--- src/mc_mem_pkg.sv ---
package mc_mem_pkg;

  // requesters sharing the single dram channel
  localparam int num_vcaches_lp = 4;
  localparam int vcache_id_width_lp = $clog2(num_vcaches_lp);

  localparam int data_width_lp = 32;

  // dram address fields
  localparam int ba_width_lp = 2;
  localparam int bg_width_lp = 2;
  localparam int ro_width_lp = 6;
  localparam int co_width_lp = 5;
  localparam int bo_width_lp = 2;

  localparam int addr_width_lp =
    ba_width_lp + bg_width_lp + ro_width_lp + co_width_lp + bo_width_lp;

  // byte offset dropped, one entry per dma word
  localparam int word_addr_width_lp = addr_width_lp - bo_width_lp;
  localparam int mem_words_lp = 2 ** word_addr_width_lp;

  // reset sequencing
  localparam int tag_cycles_lp = 8;
  localparam int reset_depth_lp = 3;

  // dram timing
  localparam int read_latency_lp = 4;

  // outstanding reads tracked by the bridge, kept above the read latency
  localparam int read_fifo_depth_lp = 8;
  localparam int read_ptr_width_lp = $clog2(read_fifo_depth_lp);
  localparam int read_cnt_width_lp = $clog2(read_fifo_depth_lp + 1);

  typedef logic [vcache_id_width_lp-1:0] vcache_id_t;

  typedef logic [data_width_lp-1:0] data_t;

  // cache order, msb first: ba, bg, ro, co, bo
  typedef logic [addr_width_lp-1:0] cache_addr_t;

  // dram order, msb first: ro, bg, ba, co, bo
  typedef logic [addr_width_lp-1:0] dram_addr_t;

  typedef logic [word_addr_width_lp-1:0] dram_word_addr_t;

  typedef logic [$clog2(tag_cycles_lp)-1:0] tag_cnt_t;

  typedef logic [read_ptr_width_lp-1:0] read_ptr_t;
  typedef logic [read_cnt_width_lp-1:0] read_cnt_t;

endpackage

--- src/mc_reset_sequencer.sv ---
module mc_reset_sequencer (
  input clk_i
  , input rst_i

  , output logic tag_done_o
  , output logic reset_r_o
);

  import mc_mem_pkg::*;

  tag_cnt_t tag_cnt_r;
  logic tag_done_r;

  // shift register carrying ~done toward the internal reset
  logic [reset_depth_lp-1:0] reset_chain_r;

  // tag programming phase
  always_ff @(posedge clk_i) begin
    if (rst_i) begin
      tag_cnt_r <= '0;
      tag_done_r <= 1'b0;
    end
    else if (!tag_done_r) begin
      tag_cnt_r <= tag_cnt_r + 1'b1;
      // last programming cycle
      if (tag_cnt_r == tag_cnt_t'(tag_cycles_lp - 1)) begin
        tag_done_r <= 1'b1;
      end
    end
  end

  // internal reset stays asserted until done has crossed every stage
  always_ff @(posedge clk_i) begin
    if (rst_i) begin
      reset_chain_r <= '1;
    end
    else begin
      reset_chain_r <= {reset_chain_r[reset_depth_lp-2:0], ~tag_done_r};
    end
  end

  assign tag_done_o = tag_done_r;
  assign reset_r_o = reset_chain_r[reset_depth_lp-1];

endmodule

--- config.mk ---
export PLATFORM = sky130hd
export DESIGN_NAME = mc_reset_sequencer
export DESIGN_NICKNAME = d
export VERILOG_FILES = /design/src/mc_mem_pkg.sv /design/src/mc_reset_sequencer.sv
export SDC_FILE = /design/constraint.sdc
export NUM_CORES = 1
export LEC_CHECK = 0
export ABC_AREA = 0
export BUFFER_PORTS_ARGS = -buffer_cell sky130_fd_sc_hd__buf_2
export CORE_AREA = 2 2 39 41
export CTS_CLUSTER_DIAMETER = 50
export DETAILED_ROUTE_END_ITERATION = 8
export DIE_AREA = 0 0 41 43
export PLACE_DENSITY = 0.39
export SYNTH_ARGS = -nofsm -noshare
export SYNTH_HDL_FRONTEND = slang
export SYNTH_SLANG_ARGS = --single-unit
--- constraint.sdc ---
create_clock -name clk_i -period 2.2 [get_ports clk_i]
set_input_delay 0.22 -clock clk_i [delete_from_list [all_inputs] [get_ports clk_i]]
set_output_delay 0.22 -clock clk_i [all_outputs]
set_load 0.03 [all_outputs]
==> impl_metrics.tcl <==
set metrics [dict create \
    arrival_ns 0.96 \
    p_leak_nw 0.125 \
    ys_ff_latch 7 \
    slowest_delay_ns 0.46 \
    swShare_pct 21.5 \
    ir_worst_vdd_uv 373 \
    synth_top_cell_area_share_pct 60.5 \
    path_buf_inv 1 \
    finClkSkew_ns 0.000402 \
    clockBufferDepth 2 \
    synthTopCellsByArea "dfxtp_1 (61%), ha_1 (11%), mux2i_1 (8.6%)" \
    die_h_um 43 \
    cts_resized 0 \
    globalRouteOverflowTotal 0 \
    final-hold-violation-count 0 \
    ys_seq_area_share_pct 60.5 \
    worstSetupPathType "reg -> out" \
    die_area_mm2 0.00176 \
    netlist_area_um2 231 \
    diodes 0 \
    p_int_uw 209 \
    dr.first_iter.drc_count 4 \
    synth_compound_area_share_pct 0 \
    max-cap-violations 0 \
    grt_max_degree 8 \
    synthAdderAreaFrac_pct 10.8 \
    outcome "finished, final reports clean" \
    crit_family "flip-flops" \
    synth_xor_area_share_pct 3.78 \
    clock_latency_ns 0.25 \
    setup_viol 0 \
    crit_slowest_cell "dfxtp_1" \
    r2r_start "tag_cnt_r[0]" \
    r2r_slack_ns 1.14 \
    gp_congestion 0.539 \
    cts_setup_buffers 0 \
    clock_power_share_pct 43.5 \
    wirelength_um 349 \
    most-common-layout-cells "dfxtp_1 (7), nor2_1 (5), clkbuf_4 (3), buf_2 (3)" \
    cts.sinks 7 \
    initial_utilization_pct 16.7 \
    seq_area_um2 140 \
    whs_path_depth 2 \
    period_share_pct 53.8 \
    max_freq_mhz 845 \
    multi_input_area_um2 91.3 \
    power_uw 266 \
    dieWidth_um 41 \
    post_drt_wl_per_cell_um 8.12 \
    tns_ns 0 \
    syn-num-nets 24 \
    reg2reg_depth 4 \
    syn_avg_cell_area_um2 11.6 \
    synth-simple-area-share_pct 16.2 \
    end_kind "primary output" \
    num_vias 143 \
    holdBufCountCts 0 \
    grt_pass1_vias 143 \
    synth_top_family_by_area "simple AND/OR/NAND/NOR gates" \
    fin_nets 32 \
    drive_above_1_share_pct 29.6 \
    fill_cells 159 \
    hp-start "rst_i" \
    power_frac_seq_pct 51.2 \
    timing.rr.end "tag_cnt_r[2]" \
    hp-class "in -> reg" \
    crit_fanout 6 \
    clk_pin_slew_ns 0.05 \
    areaGrowthSynthToFinish_pct 26.5 \
    fin_ws_ns 1.02 \
    coreArea_mm2 0.00138 \
    drtPass1Iterations 2 \
    rsz0062_at_grt "no" \
    io_buffers 3 \
    synthMuxAreaShare_pct 8.65 \
    synth.largest_area_cell "dfxtp_1" \
    switching_power_uw 57.0 \
    drtAntennaViolNets 0 \
    io_pins 4 \
    ys_warn_count 0 \
    critPathLaunchType "flop" \
    power.density_mw_per_mm2 908 \
    cts_buffers 3 \
    htreeDepth 1 \
    post_drt_via_cell_ratio 3.33 \
    final_common_cell "dfxtp_1" \
    min_to "tag_done_o" \
    combPwrFrac_pct 5.3 \
    crit_chain "buf_2" \
    fin_crit_ns 1.18 \
    synthCells 20 \
    worst_pin_slew_ns 0.264 \
    ctsRootBufferMaster "clkbuf_4" \
    cts_tree "done" \
    antenna_found_initial 0 \
    maxSlewViolCount 0 \
    track_usage_pct 5.53 \
    max_slew_margin_pct 82.4 \
    drc 0 \
    place_ws_ns 1.13 \
    rows 14 \
    grt_first_pass_wirelength_um 579 \
    ys_types 7 \
    worst_ep_required_time_ns 1.98 \
]
## power by group through the flow
stage	logic [mW]	registers [mW]	clock network, mW
finish	0.0140	0.136	0.116
global route	0.0158	0.137	0.131
CTS	0.0144	0.136	0.122
detailed placement	0.0143	0.139	0
global placement	0.0131	0.138	0
floorplan	0.00953	0.138	0
## through the flow
stage	util [%]	instance area [µm²]	instances	hold slack, ns
final	21.2	293	43	0.203
after detailed placement	19.3	267	39	0.412
after global placement	19.3	267	39	0.400
after CTS	21.2	293	43	0.195
after global routing	21.2	293	43	0.207
after floorplan	-	231	20	0.292
## cells in the mapped netlist
cell,instances
xor2_1,1
nor2_1,5
mux2i_1,2
dfxtp_1,7
ha_1,2
nand2b_1,1
or2_2,2
## worst max path at each step
stage	from	to	cells after the start
5_1_grt	tag_done_o	tag_done_o	1
6_report	tag_done_o	tag_done_o	1
4_1_cts	tag_done_o	tag_done_o	1
2_1_floorplan	tag_cnt_r[0]	tag_cnt_r[2]	4
3_3_place_gp	tag_cnt_r[0]	tag_cnt_r[2]	4
3_5_place_dp	tag_cnt_r[0]	tag_cnt_r[2]	4
## registers in the layout, summed over array words and instances, names as in the netlist
name / flops
tag_cnt_r: 3
reset_chain_r: 3
tag_done_o: 1
## logic make-up after synthesis
kind of cell / count (synthesis)
simple gates: 8
fa+ha+maj: 2
flops: 7
xor+xnor: 1
mux: 2
## per-layer routing
metal / part of all wire (%) / track usage, % / routed length, µm / vias up
met5: 0 / 0 / 0 / -
li1: - / - / - / 78
met1: 50 / 5.83 / 175 / 62
met3: 6.9 / 7.85 / 24 / 0
met2: 43 / 6.88 / 149 / 3
met4: 0 / 0 / 0 / 0
## layout make-up
cell class	instances	share of cell area, %
clock buffer	4	8.97
multi-input combinational	13	31.2
sequential	7	47.9
tap	16	6.84
timing repair buffer	3	5.13
Note: power is estimated with default switching activity, not from simulation.
