--- src/mc_mem_pkg.sv ---
package mc_mem_pkg;

  // requesters sharing the single dram channel
  localparam int num_vcaches_lp = 4;
  localparam int vcache_id_width_lp = $clog2(num_vcaches_lp);

  localparam int data_width_lp = 32;

  // dram address fields
  localparam int ba_width_lp = 2;
  localparam int bg_width_lp = 2;
  localparam int ro_width_lp = 6;
  localparam int co_width_lp = 5;
  localparam int bo_width_lp = 2;

  localparam int addr_width_lp =
    ba_width_lp + bg_width_lp + ro_width_lp + co_width_lp + bo_width_lp;

  // byte offset dropped, one entry per dma word
  localparam int word_addr_width_lp = addr_width_lp - bo_width_lp;
  localparam int mem_words_lp = 2 ** word_addr_width_lp;

  // reset sequencing
  localparam int tag_cycles_lp = 8;
  localparam int reset_depth_lp = 3;

  // dram timing
  localparam int read_latency_lp = 4;

  // outstanding reads tracked by the bridge, kept above the read latency
  localparam int read_fifo_depth_lp = 8;
  localparam int read_ptr_width_lp = $clog2(read_fifo_depth_lp);
  localparam int read_cnt_width_lp = $clog2(read_fifo_depth_lp + 1);

  typedef logic [vcache_id_width_lp-1:0] vcache_id_t;

  typedef logic [data_width_lp-1:0] data_t;

  // cache order, msb first: ba, bg, ro, co, bo
  typedef logic [addr_width_lp-1:0] cache_addr_t;

  // dram order, msb first: ro, bg, ba, co, bo
  typedef logic [addr_width_lp-1:0] dram_addr_t;

  typedef logic [word_addr_width_lp-1:0] dram_word_addr_t;

  typedef logic [$clog2(tag_cycles_lp)-1:0] tag_cnt_t;

  typedef logic [read_ptr_width_lp-1:0] read_ptr_t;
  typedef logic [read_cnt_width_lp-1:0] read_cnt_t;

endpackage

--- src/mc_cache_to_dram.sv ---
module mc_cache_to_dram (
  input clk_i
  , input reset_i

  // vcache dma requests
  , input logic req_v_i [mc_mem_pkg::num_vcaches_lp]
  , input logic req_write_not_read_i [mc_mem_pkg::num_vcaches_lp]
  , input mc_mem_pkg::cache_addr_t req_addr_i [mc_mem_pkg::num_vcaches_lp]
  , input mc_mem_pkg::data_t req_data_i [mc_mem_pkg::num_vcaches_lp]
  , output logic req_yumi_o [mc_mem_pkg::num_vcaches_lp]

  // read responses
  , output logic resp_v_o [mc_mem_pkg::num_vcaches_lp]
  , output mc_mem_pkg::data_t resp_data_o
  , output mc_mem_pkg::cache_addr_t resp_addr_o

  // dram request side
  , output logic dram_v_o
  , output logic dram_write_not_read_o
  , output mc_mem_pkg::dram_addr_t dram_addr_o
  , output mc_mem_pkg::data_t dram_wdata_o

  // dram read data, no back-pressure
  , input logic dram_rdata_v_i
  , input mc_mem_pkg::data_t dram_rdata_i
  , input mc_mem_pkg::dram_addr_t dram_read_done_addr_i
);

  import mc_mem_pkg::*;

  // round-robin state, last requester granted
  vcache_id_t last_r;

  logic grant_v;
  vcache_id_t grant_id;
  cache_addr_t grant_addr;

  // id fifo of accepted reads
  vcache_id_t id_fifo_mem [read_fifo_depth_lp];
  read_ptr_t wptr_r;
  read_ptr_t rptr_r;
  read_cnt_t count_r;
  logic fifo_full;
  logic fifo_empty;
  logic fifo_push;
  logic fifo_pop;
  vcache_id_t head_id;

  // address fields on the request path
  logic [ba_width_lp-1:0] req_ba;
  logic [bg_width_lp-1:0] req_bg;
  logic [ro_width_lp-1:0] req_ro;
  logic [co_width_lp-1:0] req_co;
  logic [bo_width_lp-1:0] req_bo;

  // address fields on the read-done path
  logic [ba_width_lp-1:0] rd_ba;
  logic [bg_width_lp-1:0] rd_bg;
  logic [ro_width_lp-1:0] rd_ro;
  logic [co_width_lp-1:0] rd_co;
  logic [bo_width_lp-1:0] rd_bo;

  assign fifo_full = (count_r == read_cnt_t'(read_fifo_depth_lp));
  assign fifo_empty = (count_r == '0);

  // search starts one past the last grant and wraps
  always_comb begin
    vcache_id_t idx;
    logic eligible;
    grant_v = 1'b0;
    grant_id = last_r;
    for (int i = 0; i < num_vcaches_lp; i++) begin
      req_yumi_o[i] = 1'b0;
    end
    for (int k = 1; k <= num_vcaches_lp; k++) begin
      idx = vcache_id_t'(last_r + k);
      // reads wait while the id fifo is full, writes never do
      eligible = req_v_i[idx] & (req_write_not_read_i[idx] | ~fifo_full) & ~reset_i;
      if (eligible && !grant_v) begin
        grant_v = 1'b1;
        grant_id = idx;
      end
    end
    if (grant_v) begin
      req_yumi_o[grant_id] = 1'b1;
    end
  end

  always_ff @(posedge clk_i) begin
    if (reset_i) begin
      last_r <= vcache_id_t'(num_vcaches_lp - 1);
    end
    else if (grant_v) begin
      last_r <= grant_id;
    end
  end

  assign grant_addr = req_addr_i[grant_id];

  assign dram_v_o = grant_v;
  assign dram_write_not_read_o = req_write_not_read_i[grant_id];
  assign dram_wdata_o = req_data_i[grant_id];

  // cache order to dram order
  assign {req_ba, req_bg, req_ro, req_co, req_bo} = grant_addr;
  assign dram_addr_o = {req_ro, req_bg, req_ba, req_co, req_bo};

  // and back again for the response
  assign {rd_ro, rd_bg, rd_ba, rd_co, rd_bo} = dram_read_done_addr_i;
  assign resp_addr_o = {rd_ba, rd_bg, rd_ro, rd_co, rd_bo};

  assign fifo_push = grant_v & ~req_write_not_read_i[grant_id];
  assign fifo_pop = dram_rdata_v_i & ~fifo_empty;
  assign head_id = id_fifo_mem[rptr_r];

  always_ff @(posedge clk_i) begin
    if (fifo_push) begin
      id_fifo_mem[wptr_r] <= grant_id;
    end
  end

  always_ff @(posedge clk_i) begin
    if (reset_i) begin
      wptr_r <= '0;
      rptr_r <= '0;
      count_r <= '0;
    end
    else begin
      if (fifo_push) begin
        wptr_r <= wptr_r + 1'b1;
      end
      if (fifo_pop) begin
        rptr_r <= rptr_r + 1'b1;
      end
      if (fifo_push && !fifo_pop) begin
        count_r <= count_r + 1'b1;
      end
      else if (fifo_pop && !fifo_push) begin
        count_r <= count_r - 1'b1;
      end
    end
  end

  // reads come back in acceptance order, so the head owns the data
  always_comb begin
    for (int i = 0; i < num_vcaches_lp; i++) begin
      resp_v_o[i] = fifo_pop & (head_id == vcache_id_t'(i));
    end
  end

  assign resp_data_o = dram_rdata_i;

endmodule

--- config.mk ---
export PLATFORM = sky130hd
export DESIGN_NAME = mc_cache_to_dram
export DESIGN_NICKNAME = d
export VERILOG_FILES = /design/src/mc_mem_pkg.sv /design/src/mc_cache_to_dram.sv
export SDC_FILE = /design/constraint.sdc
export NUM_CORES = 1
export LEC_CHECK = 0
export BUFFER_PORTS_ARGS = -buffer_cell sky130_fd_sc_hd__buf_2
export CORE_AREA = 3 3 142 144
export DETAILED_ROUTE_END_ITERATION = 16
export DIE_AREA = 0 0 145 147
export MAX_ROUTING_LAYER = met4
export PLACE_DENSITY = 0.47
export SLEW_MARGIN = 5
export SYNTH_ARGS = -nofsm -noshare
export SYNTH_HDL_FRONTEND = slang
export SYNTH_SLANG_ARGS = --single-unit
--- constraint.sdc ---
create_clock -name clk_i -period 5.3 [get_ports clk_i]
set_input_delay 1.06 -clock clk_i [delete_from_list [all_inputs] [get_ports clk_i]]
set_output_delay 1.06 -clock clk_i [all_outputs]
set_load 0.03 [all_outputs]
==> reports/qor_table.md, run 1 <==
| Result | Reported |
| --- | --- |
| Total power draw | 3.53 mW |
| Count of buffers inserted at the top-level ports | 265 |
| Total wirelength of the detailed-routed design | 21900 um |
| Flops & latches, synth | 31 |
| Synth Flop Type | sky130_fd_sc_hd__edfxtp_1 |
| Hold buffers post-CTS | 0 |
| Startpoint type of the worst setup path | primary input |
| Synthesized net count | 564 |
| Detail-routed net length per standard cell | 28.2 um |
| Utilization of the core after routing | 26.9% |
| WL met2 | 13200 um |
| Number of cells produced by synthesis | 302 |
| Leakage | 2.23 nW |
| Via count of the first global-routing pass | 3768 |
| Top-level I/O count | 364 |
| Vias/cell | 4.66 |
| Hold WS | 0.488 ns |
| HPWL after DPL | 20000 um |
| First-pass iteration count of the detailed router | 4 |
| Final count of hold timing violations | 0 |
| Fraction of the cycle the final worst path needs | 94.9% |
| Path type of the worst setup path | in2out |
| Initial Utilization | 19.3% |
| Die W | 145 um |
| VDD IR-drop max | 316 uV |
| Async SR Flop Fraction | 0% |
| Clk_lat worst skew | 0.27 ns |
| Die Span Y | 147 um |
| Sequential fraction of the synthesis area | 21.5% |
| Maximum fanout along the worst path | 21 |
| Initial antenna violation count | 10 |
| Instance count after placement with tap cells included | 765 |
| Final Net Count | 774 |
| F_max | 0.199 GHz |
| Leading cell types in the layout, fill and taps excluded | sky130_fd_sc_hd__buf_2 (265), sky130_fd_sc_hd__mux4_2 (60), sky130_fd_sc_hd__nor2_1 (20) |
| Routed length on met1 | 6640 um |
| Total Die Area | 0.0213 mm2 |
| Total via count in the routed design | 3625 |
| Final critical path time including I/O delays and setup | 5.03 ns |
| Max Slew Vio Count | 0 |
| Weighted congestion at the end of routability-driven global placement | 1.01 |
| Non-Filler Instances | 778 |
| Number of synthesized flops with an enable pin | 16 |
| Floorplan row count | 50 |
| Initial drt markers | 214 |
| CTS root buffer | sky130_fd_sc_hd__clkbuf_16 |
| Pwr per Cell Area | 699 mW/mm2 |
| Number of maximum-capacitance violations | 0 |
| Kind of path behind the tightest hold check | reg2reg |
| Reg clk slew, reported paths | 0.05 ns |
| Most common cell after layout, fill and taps aside | sky130_fd_sc_hd__buf_2 |
| Wire length of the first global-routing pass | 30100 um |
| CP Capture Type | output port |
| Final Setup Violations | 0 |
| Headroom to the max-slew limit | 52.2% |
| Setup repair after global routing missed its margin | false |
| Total GRT Usage | 20.3% |
| Setup TNS | 0 ns |
| TritonCTS clock tree | yes |
| Number of nets with antenna violations after routing | 0 |
| Fraction of final layout cells sized beyond drive strength 1 | 69.8% |
| Transition at the pin with the smallest max-transition slack | 0.716 ns |
| Mapped Area | 0.00364 mm2 |
| Count of clock tree sinks | 31 |
| Highest routed layer | met4 |
| Synthesis-to-finish area growth | 39.0% |
| Count of distinct cell types in the synthesized netlist | 60 |
| Maximum level of the CTS H-tree | 2 |
| Number of cells upsized or downsized after cts | 0 |
| Total length of routed met3 wires | 1680 um |
| Largest net degree at the start of global routing | 36 |
| Required time at the worst-slack endpoint | 4.24 ns |
| Post-Synthesis Mean Instance Area | 12.1 um2 |
| Num CTS Buffers | 5 |
| WP data arrival | 3.97 ns |
| Sum of overflow across all layers after global routing | 0 |
| Standard cell core area | 0.0188 mm2 |
| Post-CTS setup-driven buffer insertion count | 0 |
| Final setup skew | 0.00434 ns |
| Syn. warnings | 0 |
| Total DRC errors in the routed layout | 0 |
| Max clock buf depth | 2 |
| Outcome | finished clean |
==> sequential cells by signal (all words and copies together) (netlist names), named ones only <==
name,cells
id_fifo_mem,16
count_r,4
wptr_r,3
last_r,2
rptr_r,3
==> worst max-delay path, cell delays in order <==
cell and delay, ns:
sky130_fd_sc_hd__buf_2 0.14, sky130_fd_sc_hd__mux4_2 0.55, sky130_fd_sc_hd__o21ai_0 0.24, sky130_fd_sc_hd__o2111a_1 0.36
sky130_fd_sc_hd__nand2b_1 0.14, sky130_fd_sc_hd__nand2_1 0.09, sky130_fd_sc_hd__o21ai_4 0.29, sky130_fd_sc_hd__buf_12 0.29
sky130_fd_sc_hd__mux4_2 0.58, sky130_fd_sc_hd__buf_2 0.21
==> cells by family after synthesis <==
| kind of cell | share of synthesized area (%) |
|---|---|
| and+or+nand+nor | 11.8 |
| AOI/OAI and AO/OA | 8.87 |
| DFF | 21.5 |
| muxes | 39.2 |
| adders and majority gates | 2.27 |
| xor gates and xnor gates | 1.68 |
| buffers and inverters | 14.8 |
==> metrics by stage <==
stage	setup slack, ns	area, um2
floorplan	0.910	3640
global route	0.0463	5050
global placement	0.269	4870
finish	0.270	5060
CTS	0.261	5050
detailed placement	0.265	4870
==> final cells by class <==
| cell class | count | area [um2] |
|---|---|---|
| clock buffer | 6 | 139 |
| clock inverter | 2 | 35.0 |
| antenna | 5 | 12.5 |
| inverter | 7 | 26.3 |
| timing repair buffer | 273 | 1410 |
| sequential | 31 | 781 |
| fill | 2025 | 13800 |
| multi-input combinational | 194 | 2330 |
| tap | 260 | 325 |
==> metal layers <==
metal	vias up	global-route usage, %
met5	-	-
met4	0	4.04
met3	26	5.55
met2	239	41.3
met1	1774	18.9
li1	1586	-
==> cells in the mapped netlist (all sizes together), types with 4 or more instances <==
| library cell | instances | area share, % |
|---|---|---|
| nand2b | 4 | 0.69 |
| and3 | 4 | 0.69 |
| buf | 67 | 14 |
| nand2 | 14 | 1.4 |
| o211ai | 6 | 1.5 |
| xor2 | 4 | 0.96 |
| nor2 | 20 | 2.1 |
| dfxtp | 15 | 8.3 |
| a21oi | 6 | 1.1 |
| ha | 5 | 1.7 |
| mux2i | 4 | 1.1 |
| edfxtp | 16 | 13 |
| inv | 7 | 0.72 |
| o21ai | 9 | 1.3 |
| mux4 | 60 | 37 |
| and4 | 4 | 0.96 |
| nand3 | 4 | 0.55 |
==> power by group <==
group | internal (mW) | switching [mW]
logic | 1.10 | 1.70
clock network | 0.233 | 0.0969
registers | 0.330 | 0.0732
total | 1.66 | 1.87
==> final timing paths <==
check / start / end / slack [ns] / depth (start not counted)
setup / recovery: req_write_not_read_i[2] / dram_addr_o[16] / 0.27 / 10
hold / removal: rptr_r[1]$_SDFFE_PP0P_ / register / 0.49 / 2
setup reg to reg: last_r[0]$_SDFFE_PP1P_ / count_r[3]$_SDFFE_PP0P_ / 0.96 / 14
hold reg to reg: rptr_r[1]$_SDFFE_PP0P_ / register / 0.49 / 2
No activity file was read; power rests on OpenSTA's default activity.
==> run 2: changes to the inputs <==
Settings changed: CELL_PAD_IN_SITES_DETAIL_PLACEMENT set to 1, CELL_PAD_IN_SITES_GLOBAL_PLACEMENT set to 1, CORE_AREA 3 3 142 144 to 3 3 140 142, DIE_AREA 0 0 145 147 to 0 0 143 145, PLACE_DENSITY 0.47 to 0.65.
==> run 2 against run 1 <==
  * Global-route usage is 0.67 points higher
  * Maximum frequency up 3.9%
  * Register-to-register slack worse by 0.11 ns
  * Cell count shrank 2.2%
  * Sequential share of layout area rose by 0.14 points
  * Clock skew is 0.00051 ns lower
  * Sequential power about the same
  * Hold slack improved by 0.012 ns
  * Non-clock buffer count did not move
  * Clock-buffer cell count grew 1
  * Worst setup slack improved by 0.19 ns
  * Critical endpoint is now dram_wdata_o[11]
  * Highest routed layer unchanged
==> reports/qor_table.md, run 2 (synthesized netlist as in run 1, its figures left out) <==
| Result | Reported |
| --- | --- |
| Worst setup slack after layout | 0.456 ns |
| CTS root buffer | sky130_fd_sc_hd__clkbuf_16 |
| Number of cells upsized or downsized after cts | 0 |
| Max Slew Vio Count | 0 |
| F_max | 0.206 GHz |
| Number of nets with antenna violations after routing | 0 |
| Count of buffers inserted at the top-level ports | 265 |
| Sum of overflow across all layers after global routing | 0 |
| Max clock buf depth | 2 |
| Startpoint type of the worst setup path | primary input |
| Post-CTS setup-driven buffer insertion count | 0 |
| Initial Utilization | 19.6% |
| Fraction of final layout cells sized beyond drive strength 1 | 69.4% |
| Number of cells on the worst hold path | 2 |
| Setup TNS | 0 ns |
| Final critical path time including I/O delays and setup | 4.84 ns |
| Leakage | 2.21 nW |
| Weighted congestion at the end of routability-driven global placement | 0.960 |
| Most common cell after layout, fill and taps aside | sky130_fd_sc_hd__buf_2 |
| Total DRC errors in the routed layout | 0 |
| Hold buffers post-CTS | 0 |
| Wire length of the first global-routing pass | 29900 um |
| Final count of hold timing violations | 0 |
| Floorplan row count | 50 |
| Fraction of the cycle the final worst path needs | 91.4% |
| Standard cell core area | 0.0186 mm2 |
| Die Span Y | 145 um |
| Largest registers | id_fifo_mem (16), count_r (4) |
| Kind of path behind the tightest hold check | reg2reg |
| Hold Path Origin | rptr_r[1]$_SDFFE_PP0P_ |
| Headroom to the max-slew limit | 53.6% |
| Maximum level of the CTS H-tree | 2 |
| Setup repair after global routing missed its margin | false |
| First-pass iteration count of the detailed router | 4 |
| Setup slack at placement | 0.441 ns |
| Largest net degree at the start of global routing | 50 |
| Vias/cell | 4.75 |
| Final Setup Violations | 0 |
| Die W | 143 um |
| TritonCTS clock tree | yes |
| Outcome | finished clean |
| Pwr per Cell Area | 695 mW/mm2 |
| Synthesis-to-finish area growth | 37.7% |
| Required time at the worst-slack endpoint | 4.24 ns |
| CP Launch Point | req_write_not_read_i[2] |
| Total GRT Usage | 21.0% |
| Final setup skew | 0.00383 ns |
| Final Net Count | 774 |
| Reg2Reg Depth | 14 |
| WP data arrival | 3.78 ns |
| Num CTS Buffers | 5 |
| Max FFs per register | 16 |
| Count of clock tree sinks | 31 |
| Path type of the worst setup path | in2out |
| Total Die Area | 0.0207 mm2 |
| Detail-routed net length per standard cell | 28.7 um |
| HPWL after DPL | 19600 um |
| Number of maximum-capacitance violations | 0 |
| Initial drt markers | 152 |
| VDD IR-drop max | 313 uV |
| CP Capture Type | output port |
| Reg clk slew, reported paths | 0.05 ns |
| Register containing the most flip-flops in the final layout | id_fifo_mem |
| Total wirelength of the detailed-routed design | 21800 um |
| Top-level I/O count | 364 |
| Maximum fanout along the worst path | 27 |
| Initial antenna violation count | 19 |
| Reg2reg start | last_r[0]$_SDFFE_PP1P_ |
| Transition at the pin with the smallest max-transition slack | 0.696 ns |
| Clk_lat worst skew | 0.27 ns |
| Total via count in the routed design | 3615 |
| Via count of the first global-routing pass | 3942 |
| Leading cell types in the layout, fill and taps excluded | sky130_fd_sc_hd__buf_2 (265), sky130_fd_sc_hd__mux4_2 (60), sky130_fd_sc_hd__nor2_1 (20) |
-- run 2: cell types whose count changed in the layout (fill, tap and decap cells not counted) --
cell / previous run / this run
sky130_fd_sc_hd__diode_2: 5 / 14
sky130_fd_sc_hd__bufinv_16: 1 / 0
sky130_fd_sc_hd__clkbuf_1: 0 / 2
sky130_fd_sc_hd__clkbuf_8: 1 / 0
-- run 2: layer usage --
layer | share of wire, % | global-route usage [%]
met5 | 0 | -
met1 | 36 | 24.3
met3 | 23 | 19.2
met4 | 1.4 | 3.37
met2 | 39 | 27.2
-- run 2: final cells by class --
class	instances	area, um2
multi-input combinational	194	2330
clock buffer	7	133
inverter	7	26.3
sequential	31	781
timing repair buffer	273	1410
antenna	14	35.0
tap	234	293
fill	2168	13600
clock inverter	1	5.00
-- run 2: final timing paths --
check                                          endpoint  slack [ns]
worst min register to register   rptr_r[1]$_SDFFE_PP0P_        0.50
worst max-delay path                   dram_wdata_o[11]        0.46
worst max register to register  count_r[3]$_SDFFE_PP0P_        0.85
worst min-delay path             rptr_r[1]$_SDFFE_PP0P_        0.50
-- run 2: power breakdown --
group          switching [mW]  total, mW  internal (mW)
Clock                  0.0971      0.270          0.173
Combinational            1.70       2.81           1.11
Sequential             0.0703      0.400          0.330
-- run 2: critical path, stage by stage --
cell and delay (ns):
sky130_fd_sc_hd__buf_2 0.14, sky130_fd_sc_hd__mux4_2 0.55, sky130_fd_sc_hd__o21ai_0 0.27, sky130_fd_sc_hd__o2111a_1 0.37, sky130_fd_sc_hd__nand2b_1 0.14, sky130_fd_sc_hd__nand2_1 0.09
sky130_fd_sc_hd__o21ai_4 0.14, sky130_fd_sc_hd__buf_12 0.25, sky130_fd_sc_hd__mux4_2 0.55, sky130_fd_sc_hd__buf_2 0.20
-- run 2: through the flow --
step | cell area (um2) | cells | hold WS [ns] | total power, mW | util [%]
floorplan | 3640 | 302 | 0.454 | 2.57 | -
CTS | 4980 | 747 | 0.506 | 3.54 | 26.8
finish | 5010 | 761 | 0.500 | 3.48 | 27.0
global route | 4990 | 754 | 0.537 | 3.70 | 26.9
global placement | 4840 | 739 | 0.467 | 3.20 | 26.0
detailed placement | 4840 | 739 | 0.493 | 3.26 | 26.0
==> run 3: changes to the inputs <==
Settings changed: GPL_TIMING_DRIVEN set to 0.
==> run 3 against run 2 <==
  * Wire length is 3.4% lower
  * Hold slack worse by 0.0093 ns
  * Via count is 12% higher
  * Clock skew hardly changed
  * Clock power is 1% lower
  * Maximum frequency is 2.3% lower
  * First-iteration DRC count is 73% higher
  * Critical path depth stayed put
  * Critical endpoint is now dram_addr_o[7]
  * Largest cell class unchanged
  * Largest power group unchanged
==> reports/qor_table.md, run 3 (synthesized netlist as in run 1, its figures left out) <==
| Result | Reported |
| --- | --- |
| Outcome | finished clean |
| Setup repair after global routing missed its margin | false |
| Reg clk slew, reported paths | 0.05 ns |
| Cell area after placement | 0.00550 mm2 |
| Crit Reg-Reg Endpoint | count_r[3]$_SDFFE_PP0P_ |
| Instance count after placement with tap cells included | 849 |
| First-pass iteration count of the detailed router | 4 |
| Total GRT Usage | 20.1% |
| Largest net degree at the start of global routing | 18 |
| Synthesis-to-finish area growth | 56.1% |
| Total DRC errors in the routed layout | 0 |
| Final Net Count | 884 |
| VDD IR-drop max | 384 uV |
| Headroom to the max-slew limit | 55.5% |
| Max FFs per register | 16 |
| Final Setup Violations | 0 |
| Setup TNS | 0 ns |
| Initial antenna violation count | 26 |
| Register containing the most flip-flops in the final layout | id_fifo_mem |
| Final Instance Area | 0.00568 mm2 |
| Total wirelength of the detailed-routed design | 21100 um |
| Startpoint type of the worst setup path | primary input |
| CTS root buffer | sky130_fd_sc_hd__clkbuf_16 |
| Max clock buf depth | 2 |
| Leakage | 2.67 nW |
| Most common cell after layout, fill and taps aside | sky130_fd_sc_hd__buf_2 |
| Detail-routed net length per standard cell | 24.2 um |
| Required time at the worst-slack endpoint | 4.24 ns |
| Path type of the worst setup path | in2out |
| Number of nets with antenna violations after routing | 0 |
| Total via count in the routed design | 4045 |
| Weighted congestion at the end of routability-driven global placement | 0.911 |
| Floorplan row count | 50 |
| Final critical path time including I/O delays and setup | 4.96 ns |
| Sum of overflow across all layers after global routing | 0 |
| Kind of path behind the tightest hold check | reg2reg |
| Wire length of the first global-routing pass | 29100 um |
| Critical path destination | dram_addr_o[7] |
| Clk_lat worst skew | 0.27 ns |
| Register-to-Register Setup Slack | 1.15 ns |
| HPWL after DPL | 19200 um |
| Leading cell types in the layout, fill and taps excluded | sky130_fd_sc_hd__buf_2 (317), sky130_fd_sc_hd__mux4_2 (60), sky130_fd_sc_hd__buf_4 (53) |
| CP Launch Point | req_write_not_read_i[2] |
| Maximum level of the CTS H-tree | 2 |
| Count of buffers inserted at the top-level ports | 313 |
| Num CTS Buffers | 5 |
| Post-CTS setup-driven buffer insertion count | 0 |
| Pwr per Cell Area | 629 mW/mm2 |
| Fraction of final layout cells sized beyond drive strength 1 | 74.0% |
| Number of maximum-capacitance violations | 0 |
| Top-level I/O count | 364 |
| Die Span Y | 145 um |
| FF+latch area | 781 um2 |
| Hold buffers post-CTS | 0 |
| Maximum fanout along the worst path | 10 |
| Total power draw | 3.57 mW |
| Standard cell core area | 0.0186 mm2 |
| Cell-by-cell listing of the critical path | buf_2 > mux4_2 > o21ai_0 > o2111a_1 > nand2b_1 > nand2_1 > o21ai_2 > buf_4 > mux4_2 > buf_2 |
| Initial Utilization | 19.6% |
| Transition at the pin with the smallest max-transition slack | 0.668 ns |
| Final count of hold timing violations | 0 |
| Fraction of the cycle the final worst path needs | 93.5% |
| CP Capture Type | output port |
| Slowest cell on the critical path | sky130_fd_sc_hd__mux4_2 |
| Reg2reg start | count_r[0]$_SDFFE_PP0P_ |
| Max Slew Vio Count | 0 |
| Initial drt markers | 263 |
| Reg2Reg Depth | 16 |
| TritonCTS clock tree | yes |
| F_max | 0.202 GHz |
| Non-Filler Instances | 871 |
| Largest registers | id_fifo_mem (16), count_r (4) |
| Worst stage delay on the critical path | 0.56 ns |
| Final setup skew | 0.00380 ns |
| Hold WS | 0.491 ns |
| Via count of the first global-routing pass | 4274 |
| Count of clock tree sinks | 31 |
| Multi-input logic area | 0.00233 mm2 |
| Die W | 143 um |
| Total Die Area | 0.0207 mm2 |
| Vias/cell | 4.64 |
| WP data arrival | 3.90 ns |
| Layout fillers | 2188 |
run 3: routing by layer:
layer | wire (um) | track usage [%] | part of all wire [%]
met4 | 178 | 2.23 | 0.84
met2 | 8070 | 25.3 | 38
met1 | 9960 | 30.5 | 47
met3 | 2880 | 8.34 | 14
met5 | 0 | - | 0
run 3: layout make-up:
type,count,area share (%)
Antenna cell,14,0.617
Buffer,70,9.03
Clock buffer,7,2.33
Clock inverter,1,0.0881
Inverter,7,0.463
Multi-Input combinational cell,194,41.0
Sequential cell,31,13.7
Tap cell,234,5.15
Timing Repair Buffer,313,27.6
run 3: how the worst min path moves through the flow:
stage | from | to | slack (ns) | cells after the start
detailed placement | rptr_r[1]$_SDFFE_PP0P_ | rptr_r[1]$_SDFFE_PP0P_ | 0.49 | 2
global route | rptr_r[1]$_SDFFE_PP0P_ | register | 0.54 | 2
finish | rptr_r[1]$_SDFFE_PP0P_ | rptr_r[1]$_SDFFE_PP0P_ | 0.49 | 2
global placement | rptr_r[1]$_SDFFE_PP0P_ | rptr_r[1]$_SDFFE_PP0P_ | 0.47 | 2
CTS | rptr_r[1]$_SDFFE_PP0P_ | rptr_r[1]$_SDFFE_PP0P_ | 0.50 | 2
floorplan | rptr_r[1]$_SDFFE_PP0P_ | register | 0.45 | 2
run 3: what timing repair did:
action,CTS,global route
endpoints found under the setup margin,0,8
endpoints found under the hold margin,0,0
resized for setup,0,4
run 3: critical path: cells and delay by family:
| family | cells | cell delay (ns) |
|---|---|---|
| compound gates | 3 | 0.85 |
| buf+inv | 3 | 0.68 |
| mux | 2 | 1.09 |
| simple gates | 2 | 0.19 |
run 3: per-stage QoR:
stage	util [%]	setup slack, ns
floorplan	-	0.910
global placement	29.6	0.132
detailed placement	29.6	0.152
CTS	30.3	0.148
global route	30.5	0.0858
finish	30.6	0.342
run 3: power by group:
part / switching (mW) / internal [mW] / total, mW
registers: 0.0500 / 0.330 / 0.380
clock network: 0.0928 / 0.173 / 0.266
logic: 1.77 / 1.15 / 2.93
total: 1.92 / 1.66 / 3.57
